[src/verilog/display_timing_pkg.sv]
// display timing constants
// scan rates for the multiplexed seven-segment driver, all counted in clocks of
// the single system clock
package display_timing_pkg;

	// clocks spent on one segment slot
	localparam int segment_period = 4;

	// prescaler width, at least one bit even for a one-clock slot
	localparam int prescale_width = (segment_period > 1) ? $clog2(segment_period) : 1;

	// segments scanned per digit
	localparam int number_of_segments = 7;

	// digits on the display
	localparam int number_of_digits = 4;

	// clocks per digit, every segment gets one slot
	localparam int digit_period = number_of_segments * segment_period;

	// clocks per full frame across all digits
	localparam int frame_period = number_of_digits * digit_period;

endpackage

[src/verilog/segment_pkg.sv]
// segment encoding definitions
// pattern and index types plus the hex glyph table, active high with bit 0 as
// segment a through bit 6 as segment g
package segment_pkg;

	// one bit per segment, set means lit
	typedef logic [display_timing_pkg::number_of_segments-1:0] segment_pattern_t;

	// one-hot slot marker, same layout as a pattern
	typedef logic [display_timing_pkg::number_of_segments-1:0] segment_token_t;

	// which digit is being scanned
	typedef logic [$clog2(display_timing_pkg::number_of_digits)-1:0] digit_index_t;

	// one hex digit of the data word
	typedef logic [3:0] nybble_t;

	// hex shapes, bit order g f e d c b a
	localparam segment_pattern_t glyph_table [16] = '{
		7'b0111111, // 0
		7'b0000110, // 1
		7'b1011011, // 2
		7'b1001111, // 3
		7'b1100110, // 4
		7'b1101101, // 5
		7'b1111101, // 6
		7'b0000111, // 7
		7'b1111111, // 8
		7'b1101111, // 9
		7'b1110111, // A
		7'b1111100, // b
		7'b0111001, // C
		7'b1011110, // d
		7'b1111001, // E
		7'b1110001  // F
	};

endpackage

[src/verilog/scan_sequencer.sv]
// scan sequencer
// steps a one-hot segment token through each digit in turn and marks the frame
// boundary where new data is captured
module scan_sequencer (
	input  logic                     clock,
	input  logic                     reset,
	output segment_pkg::segment_token_t segment_token,
	output segment_pkg::digit_index_t   digit_index,
	output logic                     frame_start
);

	localparam logic [display_timing_pkg::prescale_width-1:0] prescale_last =
		display_timing_pkg::prescale_width'(display_timing_pkg::segment_period - 1);

	localparam segment_pkg::digit_index_t digit_last =
		segment_pkg::digit_index_t'(display_timing_pkg::number_of_digits - 1);

	localparam segment_pkg::segment_token_t token_first =
		segment_pkg::segment_token_t'(1); // segment a

	localparam int seg_msb = display_timing_pkg::number_of_segments - 1;

	logic [display_timing_pkg::prescale_width-1:0] prescale_count;
	logic slot_end;     // last clock of the current segment slot
	logic digit_end;    // last clock of segment g
	logic frame_end;    // last clock of the last digit
	logic start_pending; // set by reset, forces a capture on the first clock

	assign slot_end = (prescale_count == prescale_last);
	assign digit_end = slot_end & segment_token[seg_msb];
	assign frame_end = digit_end & (digit_index == digit_last);

	// prescaler, one wrap per segment slot
	always_ff @(posedge clock) begin
		if (reset) begin
			prescale_count <= '0;
		end else if (slot_end) begin
			prescale_count <= '0;
		end else begin
			prescale_count <= prescale_count + 1'b1;
		end
	end

	// token ring, rotates toward segment g and back to a
	always_ff @(posedge clock) begin
		if (reset) begin
			segment_token <= token_first;
		end else if (slot_end) begin
			segment_token <= {segment_token[seg_msb-1:0], segment_token[seg_msb]};
		end
	end

	// digit counter advances when the token leaves segment g
	always_ff @(posedge clock) begin
		if (reset) begin
			digit_index <= '0;
		end else if (digit_end) begin
			if (digit_index == digit_last) begin
				digit_index <= '0;
			end else begin
				digit_index <= digit_index + 1'b1;
			end
		end
	end

	// holds high through reset and for the first clock after it
	always_ff @(posedge clock) begin
		if (reset) begin
			start_pending <= 1'b1;
		end else begin
			start_pending <= 1'b0;
		end
	end

	// encoder samples on this edge, so digit 0 starts with fresh glyphs
	assign frame_start = start_pending | frame_end;

endmodule

[src/verilog/glyph_encoder.sv]
// glyph encoder
// latches the data word once per frame and holds the four decoded hex glyphs
// so the whole frame shows a single value
module glyph_encoder (
	input  logic                       clock,
	input  logic                       reset,
	input  logic                       frame_start,
	input  logic [15:0]                data,
	output segment_pkg::segment_pattern_t pattern_0,
	output segment_pkg::segment_pattern_t pattern_1,
	output segment_pkg::segment_pattern_t pattern_2,
	output segment_pkg::segment_pattern_t pattern_3
);

	localparam int digits = display_timing_pkg::number_of_digits;

	segment_pkg::nybble_t          nybble [digits];       // split data word
	segment_pkg::segment_pattern_t glyph [digits];        // decoded, not yet held
	segment_pkg::segment_pattern_t pattern_held [digits];

	// nybble 0 is the low four bits, drives the rightmost digit
	always_comb begin
		for (int i = 0; i < digits; i++) begin
			nybble[i] = data[4*i +: 4];
			glyph[i] = segment_pkg::glyph_table[nybble[i]];
		end
	end

	// capture on the frame boundary only, the data word is free to move
	// at any other time
	always_ff @(posedge clock) begin
		if (reset) begin
			for (int i = 0; i < digits; i++) begin
				pattern_held[i] <= '0; // blank
			end
		end else if (frame_start) begin
			for (int i = 0; i < digits; i++) begin
				pattern_held[i] <= glyph[i];
			end
		end
	end

	assign pattern_0 = pattern_held[0];
	assign pattern_1 = pattern_held[1];
	assign pattern_2 = pattern_held[2];
	assign pattern_3 = pattern_held[3];

endmodule

[src/verilog/drive_combiner.sv]
// drive combiner
// picks the active digit's glyph, keeps only the segment under the token, and
// registers the anode and cathode pins
module drive_combiner (
	input  logic                                         clock,
	input  logic                                         reset,
	input  segment_pkg::segment_token_t                  segment_token,
	input  segment_pkg::digit_index_t                    digit_index,
	input  segment_pkg::segment_pattern_t                pattern_0,
	input  segment_pkg::segment_pattern_t                pattern_1,
	input  segment_pkg::segment_pattern_t                pattern_2,
	input  segment_pkg::segment_pattern_t                pattern_3,
	output logic [display_timing_pkg::number_of_digits-1:0]   anode,
	output logic [display_timing_pkg::number_of_segments-1:0] cathode
);

	segment_pkg::segment_pattern_t current_pattern; // glyph of the scanned digit
	segment_pkg::segment_pattern_t lit;             // at most one bit set
	logic [display_timing_pkg::number_of_digits-1:0] anode_next;

	// digit mux
	always_comb begin
		case (digit_index)
			2'd0: current_pattern = pattern_0;
			2'd1: current_pattern = pattern_1;
			2'd2: current_pattern = pattern_2;
			default: current_pattern = pattern_3;
		endcase
	end

	// only one segment can draw current at a time
	assign lit = current_pattern & segment_token;

	// one-hot digit enable
	always_comb begin
		anode_next = '0;
		anode_next[digit_index] = 1'b1;
	end

	// output stage, one clock behind the sequencer
	always_ff @(posedge clock) begin
		if (reset) begin
			anode <= '0;   // all digits off
			cathode <= '1; // all segments dark
		end else begin
			anode <= anode_next;
			cathode <= ~lit; // cathodes sink current, so active low
		end
	end

endmodule

[src/verilog/display_driver_top.sv]
// four-digit seven-segment display driver
// shows a 16-bit value as hex, scanning one segment at a time
module display_driver_top (
	input  logic                                              clock,
	input  logic                                              reset,
	input  logic [15:0]                                       data,
	output logic [display_timing_pkg::number_of_digits-1:0]   anode,
	output logic [display_timing_pkg::number_of_segments-1:0] cathode
);

	segment_pkg::segment_token_t   segment_token;
	segment_pkg::digit_index_t     digit_index;
	logic                          frame_start;
	segment_pkg::segment_pattern_t pattern_0;
	segment_pkg::segment_pattern_t pattern_1;
	segment_pkg::segment_pattern_t pattern_2;
	segment_pkg::segment_pattern_t pattern_3;

	scan_sequencer i_scan_sequencer (
		.clock         (clock),
		.reset         (reset),
		.segment_token (segment_token),
		.digit_index   (digit_index),
		.frame_start   (frame_start)
	);

	// glyphs refresh only between frames
	glyph_encoder i_glyph_encoder (
		.clock       (clock),
		.reset       (reset),
		.frame_start (frame_start),
		.data        (data),
		.pattern_0   (pattern_0),
		.pattern_1   (pattern_1),
		.pattern_2   (pattern_2),
		.pattern_3   (pattern_3)
	);

	drive_combiner i_drive_combiner (
		.clock         (clock),
		.reset         (reset),
		.segment_token (segment_token),
		.digit_index   (digit_index),
		.pattern_0     (pattern_0),
		.pattern_1     (pattern_1),
		.pattern_2     (pattern_2),
		.pattern_3     (pattern_3),
		.anode         (anode),
		.cathode       (cathode)
	);

endmodule

[config.mk]
export PLATFORM = sky130hd
export DESIGN_NAME = display_driver_top
export DESIGN_NICKNAME = d
export VERILOG_FILES = /design/src/verilog/display_timing_pkg.sv /design/src/verilog/segment_pkg.sv /design/src/verilog/scan_sequencer.sv /design/src/verilog/glyph_encoder.sv /design/src/verilog/drive_combiner.sv /design/src/verilog/display_driver_top.sv
export SDC_FILE = /design/constraint.sdc
export NUM_CORES = 1
export LEC_CHECK = 0
export CORE_AREA = 2 2 66 84
export CTS_BUF_LIST = sky130_fd_sc_hd__clkbuf_4
export DETAILED_ROUTE_END_ITERATION = 7
export DIE_AREA = 0 0 68 86
export DONT_BUFFER_PORTS = 1
export GPL_TIMING_DRIVEN = 0
export PLACE_DENSITY = 0.83
export SYNTH_ARGS = -nofsm -noshare
export SYNTH_HDL_FRONTEND = slang
export SYNTH_HIERARCHICAL = 1
export SYNTH_SLANG_ARGS = --single-unit
[constraint.sdc]
create_clock -name clock -period 1.8 [get_ports clock]
set_input_delay 0.36 -clock clock [delete_from_list [all_inputs] [get_ports clock]]
set_output_delay 0.36 -clock clock [all_outputs]
set_load 0.05 [all_outputs]
==> run_results.csv <==
group,metric,value,unit
status,outcome,"finished clean",
timing,post-route-period-util,0.942,
yosys,synth_edf_count,28,
grt,first_global_vias,1751,
yosys,synth_top_area_share,0.293,
worst_setup_path,slowest_stage,"dfxtp_2",
timing,tightestPinTransition,0.482,ns
final_layout,layout-drive-gt1-share,0.200,
worst_setup_path,timing.rr.start,"i_scan_sequencer/prescale_count[0]$_SDFF_PP0_",
timing,setup_viol,0,
timing,min_period,1.70,ns
routing,ant_nets,0,
pwr,power.density,697,nW/um2
clocking,cts_sinks,51,
timing,hold_viol,0,
yosys,ys_dominant_reg_cell,"edfxtp_1",
routing,wl,5040,um
worst_setup_path,critPathMaxFanout,10,
die,rows,29,
routing,num_vias,1817,
yosys,synthMostInstantiatedCell,"ha_1",
clocking,clock-root-buffer,"clkbuf_4",
yosys,syn-instance-count,241,
place,dp_slack,-0.346,ns
yosys,async_flop_share,0,
min_path,holdCritPathClass,"input port to register",
timing,slew_viol_final,0,
routing,viasPerCell,5.82,
grt,grt_max_degree,29,
clocking,cts.clk_slew.worst_paths,0.14,ns
routing,drtIter0Drc,76,
final_layout,nets,297,
timing,finClkSkew,0.0132,ns
timing,finalSetupTns,0,ns
pwr,peakVddDrop,0.358,mV
routing,drc,0,
worst_setup_path,cpLargestDelayFamily,"compound AO/OA/AOI/OAI gates",
worst_setup_path,slowest_delay,0.38,ns
timing,max_freq,0.590,GHz
worst_setup_path,cp.buffers_inverters,2,
clocking,cts_tree,"done",
place,dpl.hpwl,3810,um
grt,grt_pass1_wl,8210,um
clocking,cts_max_level,2,
clocking,insertion_delay,0.37,ns
timing,maxSlewHeadroom,0.678,
place,gp_congestion,0.788,
die,start_util,0.574,
place,port-buffer-count,0,
timing,setup_ws,0.104,ns
yosys,synth.distinct_cells,37,
grt,grt_remaining_overflow,0,
routing,wl_per_cell,16.2,um
yosys,syn_nets,289,
yosys,synth-seq-cells,51,
die,core-area,5010,um2
worst_setup_path,start_kind,"register",
worst_setup_path,crit_arrival,1.89,ns
yosys,netlist_area,2870,um2
yosys,synthTopCellsByArea,"edfxtp_1 (29%), dfxtp_1 (16%), ha_1 (13%)",
clocking,cts_setup_buffers,0,
routing,drt_first_pass_iters,4,
final_layout,post-route-util,0.615,
yosys,synth.top_cells.by_count,"ha_1 (30), edfxtp_1 (28), dfxtp_1 (23)",
grt,grt_util_all_layers,0.189,
worst_setup_path,cp-end-kind,"register",
yosys,yosysSeqAreaShare,0.453,
die,die_h,86,um
pwr,total_power,2.15,mW
final_layout,diodes,0,
final_layout,nFillCells,396,
die,die_area,5850,um2
yosys,syn_area_per_cell,11.9,um2
grt,antenna_found_initial,0,
yosys,yosys.area.top_type,"edfxtp_1",
yosys,yosysWarningCount,6,
die,io_pins,29,
worst_setup_path,path_cells,"ha_4, buf_6, a31o_2, nand2b_2, clkbuf_4, a211oi_1",
worst_setup_path,cp.required,1.99,ns
clocking,cts_buffers,5,
die,die_w,68,um
clocking,cts_buffer_depth,2,
flow_run,drv_cap,0,
min_path,hp-start,"reset",
worst_setup_path,startpoint,"i_scan_sequencer/prescale_count[0]$_SDFF_PP0_",
pwr,p_leak,1.24,nW
final_layout,syn2layout_area_growth,7.18,%
worst_setup_path,path_class,"register to register",
timing,rsz0062_at_grt,"false",
metrics by stage:
| stage | hold WS, ns | std cells | area (um2) |
|---|---|---|---|
| final | 0.0875 | 312 | 3080 |
| after global placement | 0.388 | 303 | 2950 |
| after detailed placement | 0.388 | 303 | 2950 |
| after CTS | 0.00423 | 311 | 3030 |
| after floorplan | 0.388 | 241 | 2870 |
| after global routing | 0.0815 | 312 | 3080 |
logic make-up (layout without fill, tap and decap cells):
logic type      after synthesis  in the layout  synth area share
buf+inv                      30             39            0.0479
compound gates               36             36            0.0980
simple gates                 69             69             0.133
mux                          25             25             0.138
flops                        51             51             0.453
fa+ha+maj                    30             30             0.131
power by group:
group          switching [mW]  internal [mW]
Combinational           0.160          0.137
Sequential             0.0347           1.29
Clock                   0.337          0.185
per-layer routing:
metal	global-route usage	wire length, um
met3	0.0367	198
met2	0.336	2760
met4	0.0491	59
met1	0.228	2030
met5	0	0
sequential cells by signal (all words and copies together), names as in the netlist:
| name | flops |
|---|---|
| i_drive_combiner/anode | 4 |
| i_scan_sequencer/digit_index | 2 |
| i_scan_sequencer/segment_token | 7 |
| i_scan_sequencer/prescale_count | 2 |
| i_scan_sequencer/start_pending | 1 |
| i_drive_combiner/cathode | 7 |
| i_glyph_encoder/pattern_held | 28 |
worst reg2reg max path: cells and delay by family, from the launching register on:
family | cells | cell delay [ns]
and+or+nand+nor | 1 | 0.13
DFF | 1 | 0.38
adders and majority gates | 1 | 0.17
AOI/OAI and AO/OA | 2 | 0.44
buffers and inverters | 2 | 0.40
cell usage in the layout (no fill, tap or decap), types with 7 or more instances in the layout:
master,n
clkbuf_4,8
nor2b_1,15
mux4_2,10
inv_1,15
ha_1,29
nor3_1,10
mux2i_1,10
nor2_1,20
buf_2,8
a221oi_1,9
nand3b_1,7
dfxtp_1,22
edfxtp_1,28
what timing repair did:
action                                  in CTS  in global routing
hold buffers                                 0                  1
endpoints found under the setup margin      52                 15
gates resized for setup                      8                  8
hold endpoints to repair                     0                  1
final timing paths:
path	end	slack [ns]	cells after the start
min	i_scan_sequencer/segment_token[0]$_SDFFE_PP1N_	0.09	1
max	i_glyph_encoder/pattern_held[0][12]$_SDFFCE_PN0P_	0.10	6
min reg2reg	i_drive_combiner/cathode[1]$_SDFF_PP1_	0.44	1
max reg2reg	i_glyph_encoder/pattern_held[0][12]$_SDFFCE_PN0P_	0.10	6
final cells by class:
type | count | area, um2 | share of cell area
Multi-Input combinational cell | 160 | 1490 | 0.482
Inverter | 16 | 60.1 | 0.0195
Clock buffer | 7 | 52.6 | 0.0171
Tap cell | 62 | 77.6 | 0.0252
Clock inverter | 1 | 7.51 | 0.00244
Buffer | 14 | 85.1 | 0.0276
Sequential cell | 51 | 1300 | 0.423
Timing Repair Buffer | 1 | 10.0 | 0.00325
Note: power is estimated with default switching activity, not from simulation.
